### config.mk
export PLATFORM = sky130hd
export DESIGN_NAME = reorder_buffer
export DESIGN_NICKNAME = d
export VERILOG_FILES = /design/src/mem_pkg.sv /design/src/cpu_pkg.sv /design/src/reorder_buffer.sv
export SDC_FILE = /design/constraint.sdc
export NUM_CORES = 2
export LEC_CHECK = 0
export ABC_AREA = 1
export BUFFER_PORTS_ARGS = -buffer_cell sky130_fd_sc_hd__buf_2
export CORE_UTILIZATION = 40
export DETAILED_ROUTE_END_ITERATION = 8
export GPL_TIMING_DRIVEN = 0
export PLACE_DENSITY = 0.52
export REMOVE_ABC_BUFFERS = 1
export SLEW_MARGIN = 20
export SYNTH_ARGS = -nofsm -noshare
export SYNTH_HDL_FRONTEND = slang
export SYNTH_SLANG_ARGS = --single-unit
### constraint.sdc
create_clock -name clk -period 5.65 [get_ports clk]
set_clock_uncertainty 0.05 [all_clocks]
set_input_delay 0.8475 -clock clk [delete_from_list [all_inputs] [get_ports clk]]
set_output_delay 0.8475 -clock clk [all_outputs]
set_load 0.03 [all_outputs]
### src/mem_pkg.sv
`default_nettype none

package mem_pkg;

	// word address, the byte offset is carried by the enables
	typedef logic [29:0] word_addr_t;

	typedef struct packed {
		word_addr_t  addr;
		logic [3:0]  be;
		logic [31:0] wdata;
	} data_memreq_t;

	typedef struct packed {
		logic       valid;
		word_addr_t addr;
	} load_req_t;

	typedef struct packed {
		logic        valid;
		logic [31:0] rdata;
	} load_resp_t;

endpackage

`default_nettype wire

### src/cpu_pkg.sv
`default_nettype none

package cpu_pkg;
	import mem_pkg::*;

	typedef logic [4:0]  reg_addr_t;
	typedef logic [31:0] uint32_t;
	typedef logic [31:0] virt_t;

	typedef enum logic [2:0] {
		FU_ALU    = 3'd0,
		FU_MUL    = 3'd1,
		FU_CP0    = 3'd2,
		FU_STORE  = 3'd3,
		FU_BRANCH = 3'd4
	} fu_t;

	// cause codes as in the MIPS32 cause register
	typedef enum logic [4:0] {
		EXC_INT  = 5'h00,
		EXC_ADEL = 5'h04,
		EXC_ADES = 5'h05,
		EXC_SYS  = 5'h08,
		EXC_BP   = 5'h09,
		EXC_RI   = 5'h0a,
		EXC_OV   = 5'h0c,
		EXC_NONE = 5'h1f
	} exc_code_t;

	typedef struct packed {
		logic  valid;
		logic  taken;
		virt_t pc;
		virt_t target;
	} branch_resolved_t;

	// a store request or a branch record, selected by fu
	typedef union packed {
		data_memreq_t     memreq;
		branch_resolved_t resolved_branch;
	} rob_payload_t;

	typedef struct packed {
		logic         valid;
		logic         busy;
		reg_addr_t    dest;
		uint32_t      value;
		virt_t        pc;
		fu_t          fu;
		exc_code_t    exc;
		rob_payload_t data;
	} rob_entry_t;

	// slot 0 holds the older entry
	typedef rob_entry_t [1:0] rob_packet_t;

	typedef struct packed {
		logic      valid;
		logic      alpha_taken;
		exc_code_t code;
		virt_t     pc;
	} except_req_t;

	typedef struct packed {
		logic       ie;
		logic [7:0] im;
	} cp0_status_t;

endpackage

`default_nettype wire

### src/reorder_buffer.sv
`default_nettype none
`timescale 1ns/10ps

module reorder_buffer import cpu_pkg::*; #(
	parameter int ROB_DEPTH = 16
) (
	input  logic                         clk,
	input  logic                         reset,
	input  logic                         dispatch_valid,
	input  rob_entry_t                   dispatch_entry,
	output logic [$clog2(ROB_DEPTH)-1:0] dispatch_index,
	output logic                         rob_full,
	input  logic                         wb_valid,
	input  logic [$clog2(ROB_DEPTH)-1:0] wb_index,
	input  uint32_t                      wb_value,
	output logic                         rob_empty,
	output rob_packet_t                  rob_packet,
	input  logic                         rob_ack,
	input  logic                         flush
);

	localparam int IDX_W = $clog2(ROB_DEPTH);

	typedef logic [IDX_W-1:0] rob_index_t;
	typedef logic [IDX_W:0]   rob_count_t;

	rob_entry_t entries [ROB_DEPTH];
	rob_index_t head, tail, head_next, wb_offset;
	rob_count_t count, count_next;
	logic       do_dispatch;
	logic [1:0] retire_num;

	assign do_dispatch    = dispatch_valid & ~rob_full;
	assign dispatch_index = tail;
	assign head_next      = head + rob_index_t'(1);
	assign rob_empty      = (count == '0);

	// two oldest entries, masked by occupancy
	always_comb begin
		rob_packet[0] = entries[head];
		rob_packet[1] = entries[head_next];
		if (count == '0) begin
			rob_packet[0].valid = 1'b0;
			rob_packet[0].busy  = 1'b0;
		end
		if (count < rob_count_t'(2)) begin
			rob_packet[1].valid = 1'b0;
			rob_packet[1].busy  = 1'b0;
		end
	end

	assign retire_num = rob_ack ? (rob_packet[1].valid ? 2'd2 : 2'd1) : 2'd0;
	assign count_next = count + rob_count_t'(do_dispatch) - rob_count_t'(retire_num);

	always_ff @(posedge clk) begin
		if (reset || flush) begin
			head     <= '0;
			tail     <= '0;
			count    <= '0;
			rob_full <= 1'b0;
		end else begin
			head     <= head + rob_index_t'(retire_num);
			tail     <= tail + rob_index_t'(do_dispatch);
			count    <= count_next;
			rob_full <= (count_next == rob_count_t'(ROB_DEPTH));
		end
	end

	always_ff @(posedge clk) begin
		if (do_dispatch) begin
			entries[tail]       <= dispatch_entry;
			entries[tail].valid <= 1'b1;
			entries[tail].busy  <= 1'b1;
		end
		// completion from any functional unit
		if (wb_valid) begin
			entries[wb_index].busy  <= 1'b0;
			entries[wb_index].value <= wb_value;
		end
	end

	// distance from head, must fall inside the occupied window
	assign wb_offset = wb_index - head;

	a_no_dispatch_full: assert property (@(posedge clk) disable iff (reset)
		!(dispatch_valid && rob_full));

	a_wb_in_flight: assert property (@(posedge clk) disable iff (reset)
		wb_valid |-> (rob_count_t'(wb_offset) < count));

endmodule

`default_nettype wire

=== Word level (Yosys, flattened, before mapping) ===
Memory sizes are Yosys's and may differ from the RTL's. A register that Yosys moved wholly into a read port is not among the register bits.
Cells that the tools add are included.

* Add/subtract/negate cells: 5
* $lt $le $gt $ge: 1
* Eq/ne operators: 1
* Multiplexer cells: 11
* Bitwise logic cells: 4
* Reduce and logical (&&, ||, !) cells: 2

{| class="wikitable"
|+ Operators with widths
! cell !! count
|-
| $mux 2 || 4
|-
| $mux 1 || 6
|-
| $add 5x1->5 || 1
|-
| $eq 5x5->1 const B || 1
|-
| $logic_not 5->1 || 1
|-
| $lt 5x2->1 const B || 1
|-
| $sub 5x2->5 || 1
|-
| $add 4x1->4 || 1
|-
| $add 4x1->4 const B || 1
|-
| $add 4x2->4 || 1
|-
| $mux 4 || 1
|-
| $or 1x1->1 || 2
|-
| $and 1x1->1 || 1
|-
| $logic_or 1x1->1 || 1
|-
| $not 1->1 || 1
|}

* Bits in registers: 14
* Bits in writable memories: 2320
* Input port bits: 187
* Output and inout bits: 296
* Logic and storage cells: 29
* Memories: 1

{| class="wikitable"
|+ Memory list
! name !! words !! width !! read ports !! clocked after Yosys merged registers in !! wr ports !! RTL line !! RTL
|-
| entries || 16 || 145 || 2 || 1 || 2 || reorder_buffer.sv:27 || <nowiki>rob_entry_t entries [ROB_DEPTH];</nowiki>
|}

=== Longest topological paths before layout ===
An unclocked memory read counts as a cell.

* Word-level depth: 7
* Depth in mapped cells: 20
* Mapped depth without buffers: 16

=== Worst setup path before layout ===
OpenSTA, ideal clock, no wires.

* Path type: input port to flip-flop
* Start: input dispatch_valid
* End: memory entries[15][106] in the netlist's numbering, enable pin
* Arrival time: 4.306 ns
* Data required time: 5.134 ns
* Slack: 0.829 ns
* Stages on the path: 7
* Path through: inv_1 -> nor2_2 -> nand3_1 -> nor2_1 -> buf_2 -> inv_1 -> o21ai_0

{| class="wikitable"
|+ RTL lines
! item !! RTL line !! RTL
|-
| from (decl) || reorder_buffer.sv:9 || <nowiki>input logic dispatch_valid,</nowiki>
|-
| to (decl) || reorder_buffer.sv:27 ||
|}

==> summary.txt <==
Layout
  – Filler cell count: 26617
  – Fin nets: 12904
  – Commonest non-fill, non-tap cell in the layout: o21ai_0
  – Share of cells above drive strength 1: 0.107
  – Most frequent cells in the layout: 2406 x o21ai_0, 2304 x edfxtp_1, 1495 x nand2_1
  – Util after Layout: 0.480
  – Area Overhead vs Synth: 19.0%

Worst setup path
  – Crit Reg-Reg Endpoint: rob_full
  – Worst path cell trace: buf_12, buf_16, buf_16, buf_16, ha_4, xnor2_2, buf_6, buf_6, buf_8, buf_6, buf_6, buf_6, buf_8, nand3_1, nand2_1, nand2_1, o21ai_1, buf_2
  – Worst setup EP type: output pin
  – Crit path required time: 4.75 ns
  – Crit-path leading delay family: buffers and inverters
  – Worst-path fanout max: 37
  – Worst Reg-to-Reg Cells: 22
  – Worst reg2reg startpoint: head[1]
  – Critical Path Start Type: register
  – CP most frequent cell: buf_6
  – Crit path kind: reg -> out
  – Internal reg-to-reg setup slack: 0.62 ns
  – WP buf/inv: 12
  – CP Data Arrival Time: 4.67 ns
  – CP max stage delay: 0.36 ns
  – CP max-delay cell: dfxtp_4

Power and ir drop
  – P_leak: 0.0490 uW
  – PwrDens: 347 nW/um^2
  – Max IR drop VDD: 0.279 mV

Placement
  – Port bufs: 481
  – Post-DP HPWL: 287000 microns
  – Routability Congestion: 0.753

Route
  – Via density: 6.15
  – Via count: 103639
  – ANT nets after route: 0
  – DR iter-0 viols: 11761
  – WL final: 457000 microns
  – Routed len/inst: 27.1 microns
  – Drt drc: 0
  – DRT Pass-1 Iters: 6

Worst hold path
  – Worst hold path stage count: 3
  – Worst Hold End: entries[15][119]
  – Hold Crit Start: wb_value[13]
  – Hold crit path type: in -> reg

CTS
  – TritonCTS clock tree: built
  – Clock transition at path regs: 0.06 ns
  – Depth of the CTS H-tree: 5
  – CTS max path bufs: 4
  – Root Driver: clkbuf_16
  – CTS Buf Count: 275
  – Skew-Pair Late Insertion Delay: 0.90 ns
  – Num Clock Sinks: 2334

STA
  – Fin. Hold Viols: 0
  – RSZ-0062 raised after global routing: no
  – Slew @ Worst Pin: 0.931 ns
  – Fmax: 180 MHz
  – Crit share post-route: 0.986
  – Slew Limit Headroom: 0.378
  – Endpoints failing setup: 0
  – Hold_ws: 0.187 ns
  – Slew Viols, Final: 0
  – Post-layout min period: 5.57 ns

Logic synthesis
  – Synth Cell Area: 119000 sq um
  – Yosys warns: 0
  – Netlist cell types: 33
  – Flops & latches, synth: 2334
  – Syn_area_per_cell: 9.38 sq um
  – Mapped Cells: 12676
  – Yosys top cell area share: 0.582
  – Synth area leader: edfxtp_1
  – Synth top area cells: edfxtp_1 58%, o21ai_0 10%, nand3_1 5.6%
  – Register area share after synthesis: 0.587

Floorplan
  – Starting Density: 0.403
  – Die H: 547 microns
  – Io pins: 483
  – Row count: 199
  – Core region area: 295000 sq um
  – Full die area: 300000 sq um
  – Chip Width: 547 microns

GRT
  – Largest net degree at the start of global routing: 161
  – Initial antenna violation count: 77
  – Grt total ovfl: 0
  – Vias in the first global route: 98635
  – Total Routing Usage GR: 0.294
  – Global-route wire length before repair: 655000 microns

Status
  – Status: complete, no violations

Job
  – MaxCap Viol Count: 0
state kept, by name (all words and copies together), names as in the netlist:
name            cells
head                4
count               5
rob_full            1
entries          2320
dispatch_index      4
per-layer routing:
metal	wire, microns	vias up	track usage	part of all wire
met4	22600	44	0.139	0.049
met5	273	-	0	0.00060
met2	205000	5915	0.464	0.45
met3	44500	1345	0.0537	0.097
met1	184000	50424	0.393	0.40
li1	-	45911	-	-
repair_timing:
item                       in CTS  in global routing
setup endpoints to repair     240                 37
resized for setup               5                  6
pin swaps                       3                  0
gates cloned                   12                  2
hold buffers                    0                  0
buffers inserted               13                  0
cells by family after synthesis:
group	count (synthesis)	share of synthesized area
adder cells (fa/ha/maj)	15	0.00170
XOR/XNOR	9	0.000789
flip-flops	2334	0.587
buffers and inverters	1826	0.0626
AO/OA/AOI/OAI	4251	0.200
AND/OR/NAND/NOR	4241	0.148
worst max-delay path by stage:
| stage | start | cells past startpoint | end | slack [ns] |
|---|---|---|---|---|
| 3_5_place_dp | head[1] | 13 | rob_packet[261] | -0.42 |
| 6_report | head[1] | 18 | rob_packet[222] | 0.08 |
| 2_1_floorplan | head[0] | 16 | rob_full | -204.52 |
| 5_1_grt | head[0] | 13 | rob_packet[147] | 0.006 |
| 3_3_place_gp | head[0] | 8 | rob_packet[272] | -419.92 |
| 4_1_cts | head[1] | 15 | rob_packet[81] | 0.07 |
layout make-up:
type,count,area (sq um),share of cell area
Timing Repair Buffer,968,14000,0.0986
Sequential cell,2334,69800,0.493
Tap cell,3919,4900,0.0346
Timing Repair inverter,1,8.76,0.0000619
Antenna cell,28,70.1,0.000495
Clock inverter,105,718,0.00507
Multi-Input combinational cell,8516,42200,0.298
Inverter,606,2320,0.0164
Clock buffer,369,7520,0.0531
synth_stat cells:
master / n
o211ai_1: 606
inv_2: 3
xor2_1: 5
buf_4: 13
and2_1: 2
buf_6: 3
nor3_1: 1
xnor2_1: 2
o21ai_1: 164
nand2_1: 1503
nand3_1: 1332
o21ai_0: 2423
buf_2: 412
a21oi_1: 628
o21a_1: 15
inv_1: 597
clkinv_1: 6
edfxtp_1: 2304
ha_1: 13
nor2_2: 1
nand4_1: 1
fa_1: 2
buf_1: 136
o21bai_1: 1
nor3_2: 2
or2_2: 1
nor2_1: 1397
o221ai_1: 179
xor2_2: 2
o22ai_1: 235
nand3_2: 1
dfxtp_1: 30
clkbuf_1: 656
worst register-to-register path: cells and delay by family (launching register included):
kind / cells / cell delay, ns
buffers and inverters: 8 / 1.88
AO/OA/AOI/OAI: 3 / 0.40
XOR/XNOR: 1 / 0.14
flip-flops: 1 / 0.36
AND/OR/NAND/NOR: 6 / 0.79
adder cells (fa/ha/maj): 4 / 1.32
metrics by stage:
stage / cell area (sq um) / cells / setup TNS, ns / power (uW) / worst slack, ns
2_1_floorplan: 114000 / 11456 / - / 26900 / -204.52
5_1_grt: 142000 / 16836 / 0 / 50900 / 0.00642
3_3_place_gp: 121000 / 15856 / - / 29500 / -419.92
6_report: 142000 / 16846 / 0 / 49000 / 0.0797
3_5_place_dp: 133000 / 16317 / -1.04 / 32100 / -0.420
4_1_cts: 141000 / 16816 / 0 / 49100 / 0.0675
power breakdown:
group / leakage (uW) / internal [uW] / switching (uW)
logic: 0.0244 / 3810 / 9030
registers: 0.0206 / 19300 / 113
clock network: 0.00402 / 9700 / 7110
No activity file was read; power rests on OpenSTA's default activity.
