**src/mem_pkg.sv**
```systemverilog
`default_nettype none

package mem_pkg;

	// word address, the byte offset is carried by the enables
	typedef logic [29:0] word_addr_t;

	typedef struct packed {
		word_addr_t  addr;
		logic [3:0]  be;
		logic [31:0] wdata;
	} data_memreq_t;

	typedef struct packed {
		logic       valid;
		word_addr_t addr;
	} load_req_t;

	typedef struct packed {
		logic        valid;
		logic [31:0] rdata;
	} load_resp_t;

endpackage

`default_nettype wire

```
**src/store_queue.sv**
```systemverilog
`default_nettype none
`timescale 1ns/10ps

module store_queue import mem_pkg::*; #(
	parameter int SQ_DEPTH = 4
) (
	input  logic         clk,
	input  logic         reset,
	input  logic         push,
	input  data_memreq_t push_req,
	input  logic         pop,
	output logic         full,
	output logic         empty,
	output logic         head_valid,
	output data_memreq_t head_req
);

	localparam int PTR_W = (SQ_DEPTH > 1) ? $clog2(SQ_DEPTH) : 1;
	localparam int CNT_W = $clog2(SQ_DEPTH + 1);

	data_memreq_t     slots [SQ_DEPTH];
	logic [PTR_W-1:0] wr_ptr, rd_ptr;
	logic [CNT_W-1:0] count;
	logic             do_push, do_pop;

	// wrap at depth, which need not be a power of two
	function automatic logic [PTR_W-1:0] ptr_inc(input logic [PTR_W-1:0] ptr);
		return (ptr == PTR_W'(SQ_DEPTH - 1)) ? '0 : ptr + 1'b1;
	endfunction

	assign full       = (count == CNT_W'(SQ_DEPTH));
	assign empty      = (count == '0);
	assign head_valid = ~empty;
	assign head_req   = slots[rd_ptr];

	assign do_push = push & ~full;
	assign do_pop  = pop & ~empty;

	always_ff @(posedge clk) begin
		if (reset) begin
			wr_ptr <= '0;
			rd_ptr <= '0;
			count  <= '0;
		end else begin
			if (do_push)
				wr_ptr <= ptr_inc(wr_ptr);
			if (do_pop)
				rd_ptr <= ptr_inc(rd_ptr);
			count <= count + CNT_W'(do_push) - CNT_W'(do_pop);
		end
	end

	always_ff @(posedge clk) begin
		if (do_push)
			slots[wr_ptr] <= push_req;
	end

	a_no_push_full: assert property (@(posedge clk) disable iff (reset) !(push && full));

	a_no_pop_empty: assert property (@(posedge clk) disable iff (reset) !(pop && empty));

endmodule

`default_nettype wire

```
**config.mk**
```make
export PLATFORM = sky130hd
export DESIGN_NAME = store_queue
export DESIGN_NICKNAME = d
export VERILOG_FILES = /design/src/mem_pkg.sv /design/src/store_queue.sv
export SDC_FILE = /design/constraint.sdc
export NUM_CORES = 1
export LEC_CHECK = 0
export BUFFER_PORTS_ARGS = -buffer_cell sky130_fd_sc_hd__buf_2
export CORE_MARGIN = 8
export CORE_UTILIZATION = 48
export DETAILED_ROUTE_END_ITERATION = 6
export MAX_ROUTING_LAYER = met4
export PLACE_DENSITY = 0.69
export SYNTH_ARGS = -nofsm -noshare
export SYNTH_HDL_FRONTEND = slang
export SYNTH_SLANG_ARGS = --single-unit
```
**constraint.sdc**
```tcl
create_clock -name clk -period 2.45 [get_ports clk]
set_input_delay 0.1225 -clock clk [delete_from_list [all_inputs] [get_ports clk]]
set_output_delay 0.1225 -clock clk [all_outputs]
set_load 0.02 [all_outputs]
```
### After elaboration in Yosys (flattened, before gate mapping)

Memories as Yosys holds them, arrays and structs flattened. A register that Yosys moved wholly into a read port is not among the register bits.
Index checks and enable logic that the tools add are counted.

| cells by class | value |
|---|---|
| bitwise gates (word level) | 4 |
| $add $sub $neg | 4 |
| mux-type cells | 6 |
| reduce and logical (&&, ||, !) cells | 1 |
| equality and inequality tests | 3 |

Operators with widths:

| cell | number |
|---|---|
| 2-bit 2-to-1 mux | 4 |
| 2-bit by 1-bit adder with 2-bit output (second input constant) | 2 |
| 2-bit == test (second input constant) | 2 |
| 3-bit by 1-bit adder with 3-bit output | 1 |
| 3-bit == test (second input constant) | 1 |
| 3-bit logical NOT | 1 |
| 3-bit by 1-bit subtractor with 3-bit output | 1 |
| 1-bit bitwise AND | 2 |
| 1-bit 2-to-1 mux | 2 |
| 1-bit inverter | 2 |

| word-level totals | value |
|---|---|
| flip-flop bits (word level) | 7 |
| RAM bits | 264 |
| memories kept | 1 |
| logic and storage cells | 22 |

Memory list:

| name | depth | width | rd ports | clocked after Yosys merged registers in | write ports | line | RTL |
|---|---|---|---|---|---|---|---|
| slots | 4 | 66 | 1 | 1 | 1 | store_queue.sv:21 | `data_memreq_t slots [SQ_DEPTH];` |

### Depth between registers and ports, before layout

Gate-level depths: netlist of run 1.

| depth | value |
|---|---|
| depth after elaboration | 5 |
| mapped depth | 10 |
| depth with buffers taken out | 9 |

### Worst setup path after synthesis of run 1

OpenSTA, ideal clock, no wires.

| timing path | value |
|---|---|
| path type | reg-to-reg |
| from | register count[2] |
| to | register count[1] |
| buffers on the path | 1 |
| path slack | 0.386 ns |
| arrival time | 1.951 ns |
| data required time | 2.336 ns |
| period minus slack after synthesis | 2.064 ns |
| stages on the path, launching flop included | 10 |
| path through | dfxtp_1 -> or3b_1 -> buf_6 -> and2_4 -> inv_1 -> ha_1 -> inv_1 -> ha_1 -> fa_1 -> nor2b_1 |

| between the ends | value |
|---|---|
| cells in the longest elaborated chain, start to end | 5 |
| elaborated cells on any way between the ends | 8 |
| those cells by class | add/sub: 2; eq/ne: 1; bitwise: 4; reduce/logical: 1 |

RTL lines:

| item | line | RTL |
|---|---|---|
| from (decl) | store_queue.sv:23 | `logic [CNT_W-1:0] count;` |
| from (signal assigned) | store_queue.sv:49 | `count <= count + CNT_W'(do_push) - CNT_W'(do_pop);` |
| 3-bit == test | store_queue.sv:31 | `assign full = (count == CNT_W'(SQ_DEPTH));` |
| 1-bit inverter | store_queue.sv:36 | `assign do_push = push & ~full;` |
| 1-bit bitwise AND | store_queue.sv:36 |  |
| 3-bit by 1-bit adder with 3-bit output | store_queue.sv:49 |  |
| 3-bit by 1-bit subtractor with 3-bit output (*) | store_queue.sv:49 |  |

Mark *: on every way between the ends. The rest lies on a longest branch, timed or not.
A chain may end at the register's enable or synchronous reset.

==> results of run 1 <==
[through the flow]
step	std cells	setup WS, ns	total power, mW
2_1_floorplan	395	0.386	7.74
3_3_place_gp	800	0.415	8.60
3_5_place_dp	800	0.326	8.68
4_1_cts	915	0.220	12.3
5_1_grt	915	0.166	12.7
6_report	915	0.312	12.1
[flip-flops by register name (all words and copies together) (netlist names), named ones only]
| name | cells |
|---|---|
| count | 3 |
| wr_ptr | 2 |
| slots | 264 |
| rd_ptr | 2 |
[worst max path at each step]
stage                        start           end  slack, ns  cells past startpoint
final                         flop  head_req[44]       0.31                      3
after global routing          flop  head_req[44]       0.17                      3
after CTS                     flop  head_req[44]       0.22                      3
after detailed placement  count[1]  slots[2][37]       0.33                      3
after global placement    count[1]      count[1]       0.41                      8
after floorplan           count[2]      count[1]       0.39                      9
[cells in the mapped netlist, types with 2 or more instances]
library cell	n
and3_2	4
nor2b_1	2
edfxtp_1	264
nor2_1	2
mux4_2	66
xnor2_1	2
nand3_1	2
buf_2	7
buf_6	5
clkbuf_1	2
ha_1	7
inv_1	9
dfxtp_1	9
a21oi_1	2
[critical path: stages, from the launching register on]
cell	delay, ns
dfxtp_4	0.35
buf_4	0.39
mux4_2	0.58
buf_2	0.18
[metal layers]
metal | part of all wire | track usage | wire, um | vias up
li1 | - | - | - | 2130
met1 | 0.43 | 0.187 | 7880 | 2457
met2 | 0.51 | 0.247 | 9350 | 143
met3 | 0.055 | 0.0322 | 1020 | 21
met4 | 0.012 | 0.0323 | 219 | 0
met5 | 0 | - | 0 | -
[logic make-up after synthesis]
logic type / after synthesis
AO/OA/AOI/OAI: 5
XOR/XNOR: 2
adder cells (fa/ha/maj): 8
buffers and inverters: 24
flip-flops: 273
multiplexers: 67
AND/OR/NAND/NOR: 16
[area by class of cell]
class	count	area, um^2	area share
Inverter	9	33.8	0.00271
Multi-Input combinational cell	98	1770	0.142
Clock inverter	12	53.8	0.00431
Timing Repair Buffer	213	1450	0.116
Sequential cell	273	8120	0.650
Tap cell	275	344	0.0276
Clock buffer	35	706	0.0566
[timing repair]
action / in CTS / in global routing
gates resized for setup: 0 / 0
hold buffers: 68 / 0
endpoints found under the hold margin: 273 / 0
[layout by cell type (no fill, tap or decap), types with 5 or more instances in the layout]
cell / synthesis / final
ha_1: 7 / 7
clkinv_1: 0 / 7
buf_4: 1 / 5
buf_2: 7 / 138
clkbuf_16: 0 / 27
inv_1: 9 / 9
dfxtp_1: 9 / 7
edfxtp_1: 264 / 264
mux4_2: 66 / 66
clkbuf_1: 2 / 8
dlygate4sd3_1: 0 / 68
[report_power, final]
group	internal, mW	total (mW)	switching, mW	leakage, nW
Clock	2.01	3.56	1.55	0.369
Combinational	1.18	2.78	1.59	1.39
Sequential	5.65	5.80	0.147	2.49
==> results.json, run 1 <==
{
  "status": "finished clean",
  "gp_congestion": 0.740,
  "hpwl_um": 10900,
  "r2r_start": "count[2]",
  "synth_edf_count": 264,
  "grt_first_pass_wirelength_um": 29400,
  "max_slew_margin": 0.308,
  "whs_ns": 0.0994,
  "first_global_vias": 5356,
  "synth_top_family_by_area": "multiplexers",
  "hold_viol_final": 0,
  "setup_viol": 0,
  "synthMuxAreaShare": 0.150,
  "ios": 139,
  "via_per_inst": 5.19,
  "clock_sinks": 273,
  "dr.pass1.iters": 4,
  "syn_inst": 395,
  "grt_max_degree": 67,
  "crit_path_start_kind": "flop",
  "synthXorXnorAreaFrac": 0.00175,
  "syn_nets": 473,
  "placed_cell_area_mm2": 0.0110,
  "syn_area_mm2": 0.0100,
  "setup.worst_path.class": "flop to output pin",
  "worstMarginPinSlew_ns": 1.04,
  "drt_wl_total_um": 18500,
  "arrival_ns": 2.02,
  "hp-start": "pop",
  "min_delay_path_depth": 5,
  "antennaDiodeCount": 0,
  "yosysUniqueCellTypes": 26,
  "cts_inserted_buffers": 27,
  "vias": 4751,
  "ctsLongestPathBuffers": 3,
  "tns_ns": 0,
  "routedWlPerCell_um": 20.2,
  "yosysTopAreaCellShare": 0.792,
  "fin_crit_ns": 2.14,
  "ir_drop_mv": 0.703,
  "yosysTopAreaCell": "edfxtp_1",
  "path_clk_slew_ns": 0.06,
  "critPathMaxFanout": 21,
  "final_area_mm2": 0.0125,
  "ys_top_cells_by_area": "edfxtp_1 (79%), mux4_2 (15%), dfxtp_1 (1.8%)",
  "critPathCaptureType": "output pin",
  "die_y_um": 160,
  "track_usage": 0.149,
  "die_area_mm2": 0.0257,
  "cap_viol_max_count": 0,
  "post-route-util": 0.601,
  "drc": 0,
  "core_mm2": 0.0208,
  "max_freq_mhz": 468,
  "power.density_mw_per_mm2": 973,
  "antenna_left": 0,
  "async_reset_ff_frac": 0,
  "io_buffers": 138,
  "power.leakage_nw": 4.25,
  "drtIter0Drc": 283,
  "cts_tree": "yes",
  "reg2reg_slack_ns": 0.34,
  "rsz0062_at_grt": "false",
  "fin_skew_ns": 0.00572,
  "maxSlewViolCount": 0,
  "ys_seq_area_frac": 0.810,
  "clk_latency_ns": 0.51,
  "placementRows": 53,
  "antenna_found_initial": 0,
  "synth-seq-cells": 273,
  "chipWidth_um": 160,
  "start_util": 0.482,
  "synth_compound_area_frac": 0.00375,
  "yosys_warnings": 0,
  "nets": 700,
  "drive_above_1_share": 0.394,
  "yosys.area_share.simple": 0.0100,
  "synthAdderAreaFrac": 0.0108,
  "area_delta_synth_final_pct": 24.7,
  "synth-main-ff-cell": "edfxtp_1",
  "cts_root_buf": "clkbuf_16",
  "htree_levels": 1,
  "syn_area_per_cell_um2": 25.3,
  "post-route-period-util": 0.873,
  "post_cts_buffers": 0,
  "hold_class": "input port to flop",
  "rr_endpoint": "count[1]",
  "nFillCells": 1502,
  "r2r_cells": 8,
  "cp.required_ns": 2.33,
  "grt_remaining_overflow": 0
}
No activity file was read; power rests on OpenSTA's default activity.
==> run 2: changes to the inputs <==
CORE_ASPECT_RATIO = 0.8   (was unset)
==> run 2 against run 1 <==
Compared with the run above:
- worst setup slack lost 0.18 ns
- critical endpoint is now count[1]
- non-clock buffer count shrank 2
- highest routed layer unchanged
- sequential power grew 0.9%
- global-route usage grew 0.35 points
- clock power grew 17%
==> results.json, run 2 (same netlist as run 1, synthesis figures left out) <==
{
  "largest_register_ffs": 264,
  "crit_buf_inv": 2,
  "placed_cell_area_mm2": 0.0110,
  "ios": 139,
  "vias": 4866,
  "cap_viol_max_count": 0,
  "area_delta_synth_final_pct": 26.0,
  "path_clk_slew_ns": 0.06,
  "critical_path.top_delay_family": "simple AND/OR/NAND/NOR gates",
  "via_per_inst": 5.36,
  "placementRows": 47,
  "chipWidth_um": 177,
  "hold_viol_final": 0,
  "crit_chain": "or3b_1 -> and2_4 -> inv_1 -> ha_1 -> inv_1 -> ha_1 -> fa_1 -> nor2b_1",
  "top_regs": "slots x264, count x3",
  "hold_class": "input port to flop",
  "power.leakage_nw": 4.32,
  "post_cts_buffers": 0,
  "core_mm2": 0.0206,
  "final_cell_mix": "edfxtp_1 (264), buf_2 (138), dlygate4sd3_1 (68), mux4_2 (66), clkbuf_16 (27)",
  "htree_levels": 1,
  "antenna_found_initial": 0,
  "first_global_vias": 5435,
  "nets": 697,
  "track_usage": 0.152,
  "antenna_left": 0,
  "whs_ns": 0.122,
  "setup.worst_path.class": "flop to flop",
  "drt_wl_total_um": 19200,
  "start_util": 0.486,
  "multi_input_area_mm2": 0.00177,
  "cts_resized": 0,
  "fin_crit_ns": 2.31,
  "nFillCells": 1445,
  "die_area_mm2": 0.0258,
  "status": "finished clean",
  "arrival_ns": 2.71,
  "dr.pass1.iters": 4,
  "final_area_mm2": 0.0126,
  "io_buffers": 138,
  "power.density_mw_per_mm2": 1020,
  "hpwl_um": 10900,
  "max_freq_mhz": 432,
  "worstMarginPinSlew_ns": 1.07,
  "drive_above_1_share": 0.401,
  "clk_latency_ns": 0.51,
  "cts_inserted_buffers": 26,
  "maxSlewViolCount": 0,
  "ir_drop_mv": 0.663,
  "max_slew_margin": 0.287,
  "crit_path_start_kind": "flop",
  "slowest_delay_ns": 0.52,
  "ctsLongestPathBuffers": 3,
  "cts_root_buf": "clkbuf_16",
  "post-route-util": 0.613,
  "die_y_um": 145,
  "fin_skew_ns": 0.00782,
  "routedWlPerCell_um": 21.2,
  "cp_slowest_cell": "or3b_1",
  "rsz0062_at_grt": "false",
  "clock_sinks": 273,
  "cp.required_ns": 2.85,
  "grt_first_pass_wirelength_um": 29900,
  "tns_ns": 0,
  "critPathCaptureType": "flop",
  "grt_remaining_overflow": 0,
  "regMostFlops": "slots",
  "critPathMaxFanout": 9,
  "drtIter0Drc": 285,
  "cts_tree": "yes",
  "regArea_mm2": 0.00812,
  "final_common_cell": "edfxtp_1",
  "gp_congestion": 0.707,
  "antennaDiodeCount": 0,
  "post-route-period-util": 0.944,
  "grt_max_degree": 67,
  "setup_viol": 0,
  "drc": 0
}
run 2: final timing paths:
path | slack, ns | to | depth (start not counted) | from
worst max-delay path | 0.14 | count[1] | 8 | count[2]
worst min register to register | 0.50 | flop | 2 | rd_ptr[0]
worst min-delay path | 0.12 | flop | 5 | pop
worst max register to register | 0.14 | count[1] | 8 | count[2]
run 2: repair_timing:
action                                  4_1_cts  5_1_grt
hold buffers                                 68        0
endpoints found under the setup margin        0        0
hold endpoints to repair                    273        0
run 2: layout make-up:
cell class / instances / share of cell area
Timing Repair Buffer: 211 / 0.115
Clock inverter: 12 / 0.0148
Inverter: 9 / 0.00268
Multi-Input combinational cell: 98 / 0.141
Clock buffer: 36 / 0.0570
Tap cell: 269 / 0.0267
Sequential cell: 273 / 0.643
run 2: per-stage QoR:
stage / power [mW] / worst slack (ns) / std cells
6_report: 12.8 / 0.136 / 908
2_1_floorplan: 7.74 / 0.386 / 395
3_3_place_gp: 8.61 / 0.303 / 792
3_5_place_dp: 8.70 / 0.179 / 792
4_1_cts: 13.0 / 0.0949 / 908
5_1_grt: 13.3 / 0.0286 / 908
run 2: routing by layer:
metal / routed length (um) / up-vias / global-route usage
li1: - / 2127 / -
met5: 0 / - / -
met3: 1400 / 30 / 0.0368
met1: 7970 / 2512 / 0.195
met4: 388 / 0 / 0.0362
met2: 9460 / 197 / 0.244
run 2: power by group:
group          switching, mW  internal, mW
combinational           1.58          1.19
sequential             0.196          5.65
clock                   1.60          2.58
run 2: worst min-delay path: stages:
cell and delay (ns):
buf_2 0.08, o31ai_1 0.09, buf_4 0.15, nand2_1 0.05, a21oi_1 0.08
