`config.mk`:
```
export PLATFORM = sky130hd
export DESIGN_NAME = except_detect
export DESIGN_NICKNAME = d
export VERILOG_FILES = /design/src/mem_pkg.sv /design/src/cpu_pkg.sv /design/src/except_detect.sv
export SDC_FILE = /design/constraint.sdc
export NUM_CORES = 1
export LEC_CHECK = 0
export BUFFER_PORTS_ARGS = -buffer_cell sky130_fd_sc_hd__buf_4
export CORE_AREA = 3 3 134 136
export DETAILED_ROUTE_END_ITERATION = 7
export DIE_AREA = 0 0 137 139
export PLACE_DENSITY = 0.41
export SYNTH_ARGS = -nofsm -noshare
export SYNTH_HDL_FRONTEND = slang
export SYNTH_SLANG_ARGS = --single-unit
```
`constraint.sdc`:
```
create_clock -name vclk -period 1.9
set_input_delay 0.38 -clock vclk [all_inputs]
set_output_delay 0.38 -clock vclk [all_outputs]
set_load 0.05 [all_outputs]
```
`src/mem_pkg.sv`:
```
`default_nettype none

package mem_pkg;

	// word address, the byte offset is carried by the enables
	typedef logic [29:0] word_addr_t;

	typedef struct packed {
		word_addr_t  addr;
		logic [3:0]  be;
		logic [31:0] wdata;
	} data_memreq_t;

	typedef struct packed {
		logic       valid;
		word_addr_t addr;
	} load_req_t;

	typedef struct packed {
		logic        valid;
		logic [31:0] rdata;
	} load_resp_t;

endpackage

`default_nettype wire

```
`src/cpu_pkg.sv`:
```
`default_nettype none

package cpu_pkg;
	import mem_pkg::*;

	typedef logic [4:0]  reg_addr_t;
	typedef logic [31:0] uint32_t;
	typedef logic [31:0] virt_t;

	typedef enum logic [2:0] {
		FU_ALU    = 3'd0,
		FU_MUL    = 3'd1,
		FU_CP0    = 3'd2,
		FU_STORE  = 3'd3,
		FU_BRANCH = 3'd4
	} fu_t;

	// cause codes as in the MIPS32 cause register
	typedef enum logic [4:0] {
		EXC_INT  = 5'h00,
		EXC_ADEL = 5'h04,
		EXC_ADES = 5'h05,
		EXC_SYS  = 5'h08,
		EXC_BP   = 5'h09,
		EXC_RI   = 5'h0a,
		EXC_OV   = 5'h0c,
		EXC_NONE = 5'h1f
	} exc_code_t;

	typedef struct packed {
		logic  valid;
		logic  taken;
		virt_t pc;
		virt_t target;
	} branch_resolved_t;

	// a store request or a branch record, selected by fu
	typedef union packed {
		data_memreq_t     memreq;
		branch_resolved_t resolved_branch;
	} rob_payload_t;

	typedef struct packed {
		logic         valid;
		logic         busy;
		reg_addr_t    dest;
		uint32_t      value;
		virt_t        pc;
		fu_t          fu;
		exc_code_t    exc;
		rob_payload_t data;
	} rob_entry_t;

	// slot 0 holds the older entry
	typedef rob_entry_t [1:0] rob_packet_t;

	typedef struct packed {
		logic      valid;
		logic      alpha_taken;
		exc_code_t code;
		virt_t     pc;
	} except_req_t;

	typedef struct packed {
		logic       ie;
		logic [7:0] im;
	} cp0_status_t;

endpackage

`default_nettype wire

```
`src/except_detect.sv`:
```
`default_nettype none
`timescale 1ns/10ps

module except_detect import cpu_pkg::*; (
	input  rob_packet_t  rob_packet,
	input  cp0_status_t  cp0_status,
	input  logic [7:0]   interrupt_flag,
	output except_req_t  except_req
);

	logic int_pending;
	logic [1:0] slot_exc;

	// interrupts are taken on the oldest instruction
	assign int_pending = cp0_status.ie & (|(interrupt_flag & cp0_status.im))
		& rob_packet[0].valid;

	assign slot_exc[0] = rob_packet[0].valid && (rob_packet[0].exc != EXC_NONE);
	assign slot_exc[1] = rob_packet[1].valid && (rob_packet[1].exc != EXC_NONE);

	always_comb begin
		except_req = '0;
		if (int_pending) begin
			except_req.valid       = 1'b1;
			except_req.alpha_taken = 1'b1;
			except_req.code        = EXC_INT;
			except_req.pc          = rob_packet[0].pc;
		end else if (slot_exc[0]) begin
			except_req.valid       = 1'b1;
			except_req.alpha_taken = 1'b1;
			except_req.code        = rob_packet[0].exc;
			except_req.pc          = rob_packet[0].pc;
		end else if (slot_exc[1]) begin
			// older slot still retires
			except_req.valid       = 1'b1;
			except_req.alpha_taken = 1'b0;
			except_req.code        = rob_packet[1].exc;
			except_req.pc          = rob_packet[1].pc;
		end
	end

endmodule

`default_nettype wire

```
### Word level (Yosys, flattened, before mapping)

Cells that the tools add are included.

| operators by class | value |
|---|---|
| add/subtract/negate cells | 0 |
| multiply operators | 0 |
| div/mod/pow operators | 0 |
| order comparisons | 0 |
| equal/unequal tests | 2 |
| shifts and indexed selects | 0 |
| multiplexer cells | 3 |
| bitwise gates (word level) | 3 |
| reduce and logical (&&, ||, !) cells | 3 |

Operators with widths:

| cell | number |
|---|---|
| $mux W39 | 3 |
| $ne A5 B5 Y1 const B | 2 |
| $and A8 B8 Y8 | 1 |
| $reduce_or A8 Y1 | 1 |
| $and A1 B1 Y1 | 2 |
| $logic_and A1 B1 Y1 | 2 |

| storage, ports and cells | value |
|---|---|
| flip-flop bits (word level) | 0 |
| latch bits | 0 |
| bits in writable memories | 0 |
| bits in read-only memories | 0 |
| input port bits | 307 |
| output and inout bits | 39 |
| memories kept | 0 |

### Logic depth before layout (Yosys ltp)

Gate-level depths: netlist (run 1).

| logic depth | value |
|---|---|
| depth in word-level cells | 5 |
| depth in mapped cells | 6 |
| gate-level depth less buffers | 4 |

### Worst setup path after synthesis (run 1)

Ideal clock, no wire load.

| timing path | value |
|---|---|
| path kind | input -> output |
| start point | in interrupt_flag[0] |
| end point | out except_req[0] (netlist bit) |
| data arrival time | 2.156 ns |
| data required time | 1.520 ns |
| path slack | -0.636 ns |
| cell stages on the path | 5 |
| buffers on the path | 1 |
| cell sequence | a22oi_1 a41oi_2 or2_1 buf_6 o21ai_0 |

RTL lines:

| what | line | text |
|---|---|---|
| start: declaration | except_detect.sv:7 | `input logic [7:0] interrupt_flag,` |
| end: declaration | except_detect.sv:8 | `output except_req_t except_req` |

==> key figures, run 1 <==
Timing
  – Final Hold Viols: 0
  – Relative slew slack: 0.765
  – RSZ-0062 raised after global routing: true
  – Tcrit/Tclk final: 1.08
  – Fmax: roughly 0.5 GHz
  – Period minus WS final: roughly 2100 ps
  – Pins Over Slew Limit: 0
  – Tightest Pin Transition: 349 ps
  – Final worst setup slack: -156 ps
  – Final setup violation count: 39

Drt
  – WL/cell: roughly 13 um
  – DR vias/cell: 3.10
  – Routed WL: around 6.7 mm
  – Post-DRT Antenna Nets: 0
  – DRC: 0
  – Pre-Repair DR Iteration Count: 4
  – Initial DRC Count: 22
  – DR vias: 1620

Critical path
  – Critical Path RT: around 1500 ps
  – CP Capture Type: output pin
  – CP Max Fanout: 15
  – Critical path arrival: approximately 1700 ps
  – CP Launch Type: primary input
  – CP Class: primary input to output pin

Synthesis
  – Synth warn: 0
  – Post-synthesis sequential area ratio: 0
  – Mapped cell area: 724 um2
  – Dominant cell type by area after synthesis: o21ai_0
  – Netlist cell types: 17
  – Post-Syn Area per Cell: 5.10 um2
  – Synth top cells by count: nand2_1 (39), o21ai_0 (36), o21ai_1 (28), clkbuf_1 (9), nand3_1 (6)
  – Syn nets: between 400 and 500
  – Syn Inst Count: ~140
  – Most common cell in the netlist: nand2_1
  – Yosys top cell area share: 0.249
  – Top post-synthesis cells by area: o21ai_0 (25%), nand2_1 (20%), o21ai_1 (19%)

Pwr
  – Seq pwr share: 0
  – Sw frac: 0.555
  – Clock power frac: 0
  – Pint: around 450 uW
  – Pleak: roughly 1.2 nW
  – Logic gate share of total power: 1.000
  – Net Sw Power: approximately 560 uW
  – Pwr dens: about 360 nW/um2
  – Pwr Total: a little over 1 mW
  – Worst vdd ir: between 0.15 and 0.2 mV

Final layout
  – Nets: 606
  – Non-filler cells, final: 522
  – Area growth syn-to-layout: 293%
  – Design area: between 2000 and 3000 um2
  – CLK BUF: 0
  – Layout cells sized above 1: 0.724
  – FF/Latch Area: 0 um2
  – Seq_cells: 0
  – Number of diodes: 0

GRT
  – Largest net degree at the start of global routing: 35
  – Overflow after GRT: 0
  – Number of global-route vias before repair: 1783
  – First-pass GRT wire length: ~10 mm
  – GRT Total Usage: 0.0660
  – Initial antenna violation count: 4

Die
  – Core ar.: about 17000 um2
  – Die height: 139 um
  – Die area: approximately 19000 um2
  – Chip Width: 137 um
  – Row count: 48
  – IO Count: approximately 350
  – Starting Density: 0.0425

Status
  – Failing checks: setup timing
  – Run status: finished, violations left

Placement
  – Gpl congestion: between 0.7 and 0.8
  – Post-Place Cells: 521
  – Port bufs: ~130
  – Post-DP Area: 2620 um2
  – Pre-CTS WS: -298 ps
  – Post-DP HPWL: approximately 5.7 mm

Job
  – Max-Cap Viols: 0

Min path
  – Worst Hold Class: primary input to output pin
## layout by cell type, fill, tap and decap left out
| cell | synthesis | routed |
|---|---|---|
| a21oi_1 | 5 | 1 |
| a21oi_4 | 0 | 4 |
| a22oi_2 | 3 | 4 |
| a41oi_4 | 0 | 1 |
| buf_12 | 0 | 3 |
| buf_4 | 0 | 124 |
| buf_6 | 4 | 36 |
| buf_8 | 0 | 8 |
| nand2_1 | 39 | 39 |
| nand3_1 | 6 | 6 |
| nor2b_1 | 1 | 1 |
| nor3_4 | 0 | 1 |
| o21a_1 | 2 | 2 |
| o21ai_0 | 36 | 29 |
| o21ai_1 | 28 | 3 |
| o21ai_2 | 1 | 3 |
| o21ai_4 | 0 | 30 |
| or2_4 | 0 | 1 |
| or3_1 | 1 | 1 |
## per-stage QoR
stage	TNS (ps)	hold slack, ps	util
6_report	-4640	1110	0.167
5_1_grt	-7170	1140	0.167
4_1_cts	-6690	1130	0.164
3_5_place_dp	-9960	1150	0.154
3_3_place_gp	-10510	1160	0.154
2_1_floorplan	-1920	958	-
## critical path, cell delays in order
cell	delay [ps]
buf_6	90
a22oi_2	210
a41oi_4	150
or2_4	330
buf_12	200
o21ai_4	150
buf_8	160
## cell families (layout without fill, tap and decap cells)
group                  Yosys count  after routing  share of synthesized area
AOI/OAI and AO/OA               77             77                      0.594
buffers and inverters           16            171                      0.130
and+or+nand+nor                 49             49                      0.276
## area by class of cell
cell class / count / area, um2
fillers: 1987 / 14200
multi-input cells: 126 / 1050
well taps: 225 / 282
repair buffers: 171 / 1520
## routing by layer
metal | up-vias | share of wire | global-route usage | wire [um]
met5 | - | 0.0074 | 0 | 49
met4 | 8 | 0.0011 | 0 | 7
met3 | 8 | 0.10 | 0.0287 | 695
met2 | 72 | 0.47 | 0.107 | 3110
met1 | 720 | 0.42 | 0.0866 | 2810
li1 | 812 | - | - | -
## final timing paths
kind      startpoint        endpoint  slack, ps  cells past startpoint
max    cp0_status[1]  except_req[18]       -160                      7
min   rob_packet[76]   except_req[2]       1110                      4
## what timing repair did
item	in CTS	in global routing
pin swaps	5	3
endpoints found under the setup margin	39	39
hold buffers	0	0
resized for setup	48	14
buffers inserted	0	1
## power by group through the flow
stage	logic [mW]	clock network [mW]	registers (mW)
2_1_floorplan	0.539	0	0
3_3_place_gp	0.936	0	0
3_5_place_dp	0.942	0	0
4_1_cts	1.01	0	0
5_1_grt	1.07	0	0
6_report	1.01	0	0
No activity file was read; power rests on OpenSTA's default activity.
==> run 2, diff against run 1 <==
ABC_AREA = 1   (was default)
CORE_AREA = 3 3 132 134   (was 3 3 134 136)
DIE_AREA = 0 0 135 137   (was 0 0 137 139)
PLACE_DENSITY = 0.44   (was 0.41)
==> run 2 against run 1 <==
The flow now finishes without violations. Via count is 14% higher. Synthesized cell count is 64% higher. First-iteration DRC count is 32% lower. Fmax is 9.5% higher. Routed wire length is 3.4% higher.
==> key figures, run 2 <==
Status
  – Run status: complete, no violations

Synthesis
  – Post-synthesis sequential area ratio: 0 (unchanged)
  – Simple-gate share of the synthesized area: 0.695 (+0.418)
  – Synth top cells by count: nand2_1 (86), inv_1 (41), nor2_1 (40), nand3_1 (32), buf_6 (7)
  – XOR/XNOR Fraction of Synth Area: 0 (unchanged)
  – Synth warn: 0 (unchanged)
  – Netlist cell types: 15 (-2)
  – Syn Inst Count: 233 (+64%)
  – Top post-synthesis cells by area: nand2_1 (30%), nand3_1 (15%), inv_1 (14%)
  – Dominant cell type by area after synthesis: nand2_1
  – Post-synthesis adder-cell area fraction: 0 (unchanged)
  – Largest family of logic cells by synthesized area: simple AND/OR/NAND/NOR gates
  – Most common cell in the netlist: nand2_1
  – Yosys top cell area share: 0.301 (+0.0520)
  – Mapped cell area: 1070 um2 (+48%)
  – Syn nets: 540 (+20%)
  – Compound-Gate Fraction of Synth Area: 0.0385 (-0.556)
  – Post-synthesis mux area share: 0 (unchanged)
  – Post-Syn Area per Cell: 4.61 um2 (-9.7%)

Final layout
  – Seq_cells: 0 (unchanged)
  – Most common cell after layout, fill and taps aside: buf_4
  – FF/Latch Area: 0 um2 (unchanged)
  – CLK BUF: 0 (unchanged)
  – Area growth syn-to-layout: 177%
  – Number of diodes: 0 (unchanged)
  – Commonest non-fill, non-tap cells in the layout: buf_4 (97), nand2_1 (50), inv_1 (41)
  – Nets: 676 (+12%)
  – Layout cells sized above 1: 0.610 (-0.114)
  – FILL cells: 1886 (-5.1%)

GRT
  – Initial antenna violation count: 3 (-1)
  – Met2 Track Usage GR: 0.112 (+0.00485)
  – Number of global-route vias before repair: 1697 (-4.8%)
  – GRT Total Usage: 0.0641 (-0.00194)
  – First-pass GRT wire length: 9.36 mm (-6.7%)
  – Largest net degree at the start of global routing: 16 (-54%)
  – GRT met3 Usage: 0.0309 (+0.00222)
  – Overflow after GRT: 0 (unchanged)
  – Global route hottest layer: met2
  – Met1 usage: 0.0761 (-0.0106)

Die
  – Chip Width: 135 um (-1.5%)
  – Row count: 47 (-2.1%)
  – Die area: 18500 um2 (-2.9%)
  – Die height: 137 um (-1.4%)
  – Starting Density: 0.0654 (+0.0230)
  – Core ar.: 16400 um2 (-3.8%)
  – IO Count: 346 (unchanged)

Critical path
  – Critical Path, Cell by Cell: buf_6 -> nand2_2 -> nand2_2 -> nor2_2 -> nand2_2 -> nand2_4 -> buf_12 -> buf_12 -> nand3_4 -> nand2_2 -> buf_8
  – Critical Path RT: 1520 ps (about the same)
  – CP Capture Type: output pin
  – Critical path arrival: 1500 ps (-180 ps)
  – CP Max Fanout: 8 (-7)
  – Slowest CP cell: buf_12
  – CP peak stage delay: 150 ps (-180 ps)
  – Most used cell, CP: nand2_2
  – CP Class: primary input to output pin
  – CP Launch Type: primary input

Timing
  – Final Hold Viols: 0 (unchanged)
  – Tightest Pin Transition: 216 ps (-133 ps)
  – Final setup violation count: 0 (-100%)
  – Relative slew slack: 0.855 (+0.0905)
  – Period minus WS final: 1880 ps (-178 ps)
  – Fmax: 0.532 GHz (+9.5%)
  – Tcrit/Tclk final: 0.989 (-0.0935)
  – Final worst setup slack: 21.5 ps (+178 ps)
  – Pins Over Slew Limit: 0 (unchanged)
  – Worst hold margin: 1090 ps (-20.6 ps)
  – RSZ-0062 raised after global routing: true

Drt
  – DR vias: 1848 (+14%)
  – Post-DRT Antenna Nets: 0 (unchanged)
  – WL/cell: 11.7 um (-8.0%)
  – DRC: 0 (unchanged)
  – Initial DRC Count: 15 (-32%)
  – Pre-Repair DR Iteration Count: 2 (-2)
  – Routed WL: 6.89 mm (+3.4%)
  – DR vias/cell: 3.15 (+1.4%)

Placement
  – Pre-CTS WS: -149 ps (+149 ps)
  – Port bufs: 132 (unchanged)
  – Post-DP HPWL: 5.44 mm (-4.4%)
  – Gpl congestion: 0.662 (-6.9%)

Pwr
  – Pleak: 1.55 nW (+31%)
  – Worst vdd ir: 0.120 mV (-20%)
  – Pwr dens: 334 nW/um2 (-6.3%)

Min path
  – Worst Hold Class: primary input to output pin

Job
  – Max-Cap Viols: 0 (unchanged)

Clock network
  – Count of hold-fix buffers inserted at cts: 0 (unchanged)
==> run 2: cell count changes after synthesis, moves of 6 or more <==
cell	change
buf_4	+6
clkbuf_1	-9
nand3_1	+26
nor2_1	+40
o21ai_1	-26
o21ai_0	-33
nand3_2	+6
nand2_1	+47
inv_1	+41
==> run 2: final cells by class <==
type | instances | area [um2] | area share
Multi-Input combinational cell | 177 | 1080 | 0.364
Inverter | 42 | 158 | 0.0531
Timing Repair Buffer | 148 | 1460 | 0.490
Tap cell | 220 | 275 | 0.0927
==> run 2: per-layer routing <==
| metal | vias up | wire length [um] | part of all wire |
|---|---|---|---|
| met5 | - | 38 | 0.0055 |
| met4 | 6 | 8 | 0.0012 |
| met3 | 6 | 858 | 0.12 |
| met2 | 73 | 3410 | 0.49 |
| met1 | 798 | 2580 | 0.37 |
| li1 | 965 | - | - |
==> run 2: kinds of logic (layout without fill, tap and decap cells) <==
group,count (synthesis),in the layout
simple gates,171,171
compound gates,6,6
buf+inv,56,190
==> run 2: power breakdown <==
group | leakage (nW) | total, mW | switching, mW | internal (mW)
sequential | 0 | 0 | 0 | 0
clock | 0 | 0 | 0 | 0
combinational | 1.55 | 0.992 | 0.560 | 0.432
==> run 2: worst max-delay path, delay by kind of cell <==
family	cells	cell delay (ps)
buffers and inverters	4	530
and+or+nand+nor	7	580
==> run 2: final timing paths <==
path,from,endpoint,slack [ps],cells after the start
worst max-delay path,cp0_status[5],except_req[15],20,11
worst min-delay path,rob_packet[80],except_req[6],1090,4
==> run 2: metrics by stage <==
stage / setup TNS (ps) / util / power (mW) / cells / cell area [um2]
2_1_floorplan: 0 / - / 0.475 / 233 / 1090
3_3_place_gp: -2790 / 0.144 / 0.811 / 583 / 2360
3_5_place_dp: -3600 / 0.144 / 0.812 / 583 / 2360
4_1_cts: -73.4 / 0.156 / 0.890 / 585 / 2550
5_1_grt: -637 / 0.181 / 1.06 / 587 / 2970
6_report: 0 / 0.181 / 0.992 / 587 / 2970
==> run 2: what timing repair did <==
item | CTS | global route
setup buffers | 1 | 0
endpoints found under the setup margin | 37 | 38
gates cloned | 1 | 2
resized for setup | 39 | 93
pin swaps | 7 | 40
==> run 3, diff against run 2 <==
clock period = 1.82 ns   (was 1.9 ns; I/O delays follow)
==> run 3 against run 2 <==
The run now ends with setup timing left. Sequential share of layout area stayed put. Global-route usage is 0.38 points higher. Core utilization is 1.3 points higher. Combinational power is 15% higher. Total power is 15% higher. First-iteration DRC count is 140% higher. Critical path type unchanged. Critical endpoint unchanged. Largest cell class unchanged. Largest power group unchanged.
==> key figures, run 3 (synthesis results as in run 2) <==
Placement
  – Port bufs: 132 (unchanged)
  – Gpl congestion: 0.664 (+0.29%)
  – Pre-CTS WS: -147 ps (+1.97 ps)
  – Post-DP HPWL: 5.44 mm (about the same)

Die
  – Starting Density: 0.0654 (unchanged)
  – Core ar.: 16400 um2 (unchanged)
  – Die area: 18500 um2 (unchanged)
  – IO Count: 346 (unchanged)
  – Chip Width: 135 um (unchanged)
  – Die height: 137 um (unchanged)
  – Row count: 47 (unchanged)

Drt
  – DR vias: 1887 (+2.1%)
  – WL/cell: 12.4 um (+5.8%)
  – DRC: 0 (unchanged)
  – Routed WL: 7.28 mm (+5.6%)
  – Post-DRT Antenna Nets: 0 (unchanged)
  – Initial DRC Count: 36 (+21)
  – Pre-Repair DR Iteration Count: 4 (+2)
  – DR vias/cell: 3.22 (+2.3%)

Clock network
  – Count of hold-fix buffers inserted at cts: 0 (unchanged)

Critical path
  – Critical path arrival: 1460 ps (-40 ps)
  – CP Max Fanout: 8 (unchanged)
  – Critical Path RT: 1460 ps (-60 ps)
  – CP Class: primary input to output pin
  – CP Launch Type: primary input
  – CP Capture Type: output pin

Status
  – Run status: finished, violations left
  – Failing checks: setup timing

Final layout
  – CLK BUF: 0 (unchanged)
  – Number of diodes: 0 (unchanged)
  – Seq_cells: 0 (unchanged)
  – Nets: 675 (-0.15%)
  – Area growth syn-to-layout: 196%
  – Layout cells sized above 1: 0.664 (+0.0536)
  – Commonest non-fill, non-tap cells in the layout: buf_4 (85), nand2_2 (42), inv_1 (41)
  – FF/Latch Area: 0 um2 (unchanged)
  – Most common cell after layout, fill and taps aside: buf_4

Timing
  – Relative slew slack: 0.838 (-0.0172)
  – Fmax: around 0.55 GHz
  – Final Hold Viols: 0 (unchanged)
  – Pins Over Slew Limit: 0 (unchanged)
  – Period minus WS final: between 1500 and 2000 ps
  – Final setup violation count: 5 (+5)
  – RSZ-0062 raised after global routing: true
  – Final worst setup slack: -7.26 ps (-28.8 ps)
  – Tightest Pin Transition: 242 ps (+25.6 ps)
  – Tcrit/Tclk final: 1.00

Job
  – Max-Cap Viols: 0 (unchanged)

GRT
  – GRT Total Usage: 0.0678 (+0.00377)
  – First-pass GRT wire length: 9.74 mm (+4.1%)
  – Initial antenna violation count: 3 (unchanged)
  – Number of global-route vias before repair: 1729 (+1.9%)
  – Largest net degree at the start of global routing: 27 (+11)
  – Overflow after GRT: 0 (unchanged)

Pwr
  – Pwr dens: 358 nW/um2 (+7.1%)
  – Pwr Total: 1.14 mW (+15%)
  – Pleak: 1.67 nW (+8.1%)
  – Worst vdd ir: 0.113 mV (-6.3%)

Min path
  – Worst Hold Class: primary input to output pin
-- run 3: through the flow --
step                      area, um2  cells  TNS (ps)  utilization  hold slack (ps)
after detailed placement       2370    582     -2500        0.144             1080
final                          3180    586     -19.3        0.194             1050
after global routing           3180    586     -2060        0.194             1060
after floorplan                1090    233         0            -              972
after CTS                      2720    585      -179        0.166             1060
after global placement         2370    582     -2370        0.144             1070
-- run 3: path summary, 6_finish.rpt --
kind	from	endpoint	slack, ps	depth (start not counted)
max	cp0_status[4]	except_req[15]	-7	11
min	rob_packet[105]	except_req[31]	1050	4
-- run 3: worst max-delay path, cell delays in order --
cell and delay [ps]:
buf_6 90, nand2_2 60, nand2_2 60, nor2_4 130, nand2_4 80, nand2_8 110
nand2_8 110, buf_12 180, nand2_4 80, nand2_4 40, buf_8 140
-- run 3: final cells by class --
| cell class | count | area [um2] |
|---|---|---|
| repair buffers | 147 | 1540 |
| inverters | 42 | 158 |
| fillers | 1873 | 13200 |
| multi-input cells | 177 | 1210 |
| well taps | 220 | 275 |
-- run 3: repair_timing --
item | CTS | global route
pin swaps | 3 | 22
resized for setup | 79 | 121
setup endpoints to repair | 37 | 38
gates cloned | 3 | 1
buffers inserted | 0 | 0
-- run 3: power by group --
group          switching (mW)  internal [mW]
sequential                  0              0
combinational           0.630          0.506
clock                       0              0
-- run 3: routing by layer --
layer	track usage	wire, um
met5	0	34
met4	0	8
met3	0.0265	765
met2	0.117	3590
met1	0.0858	2880
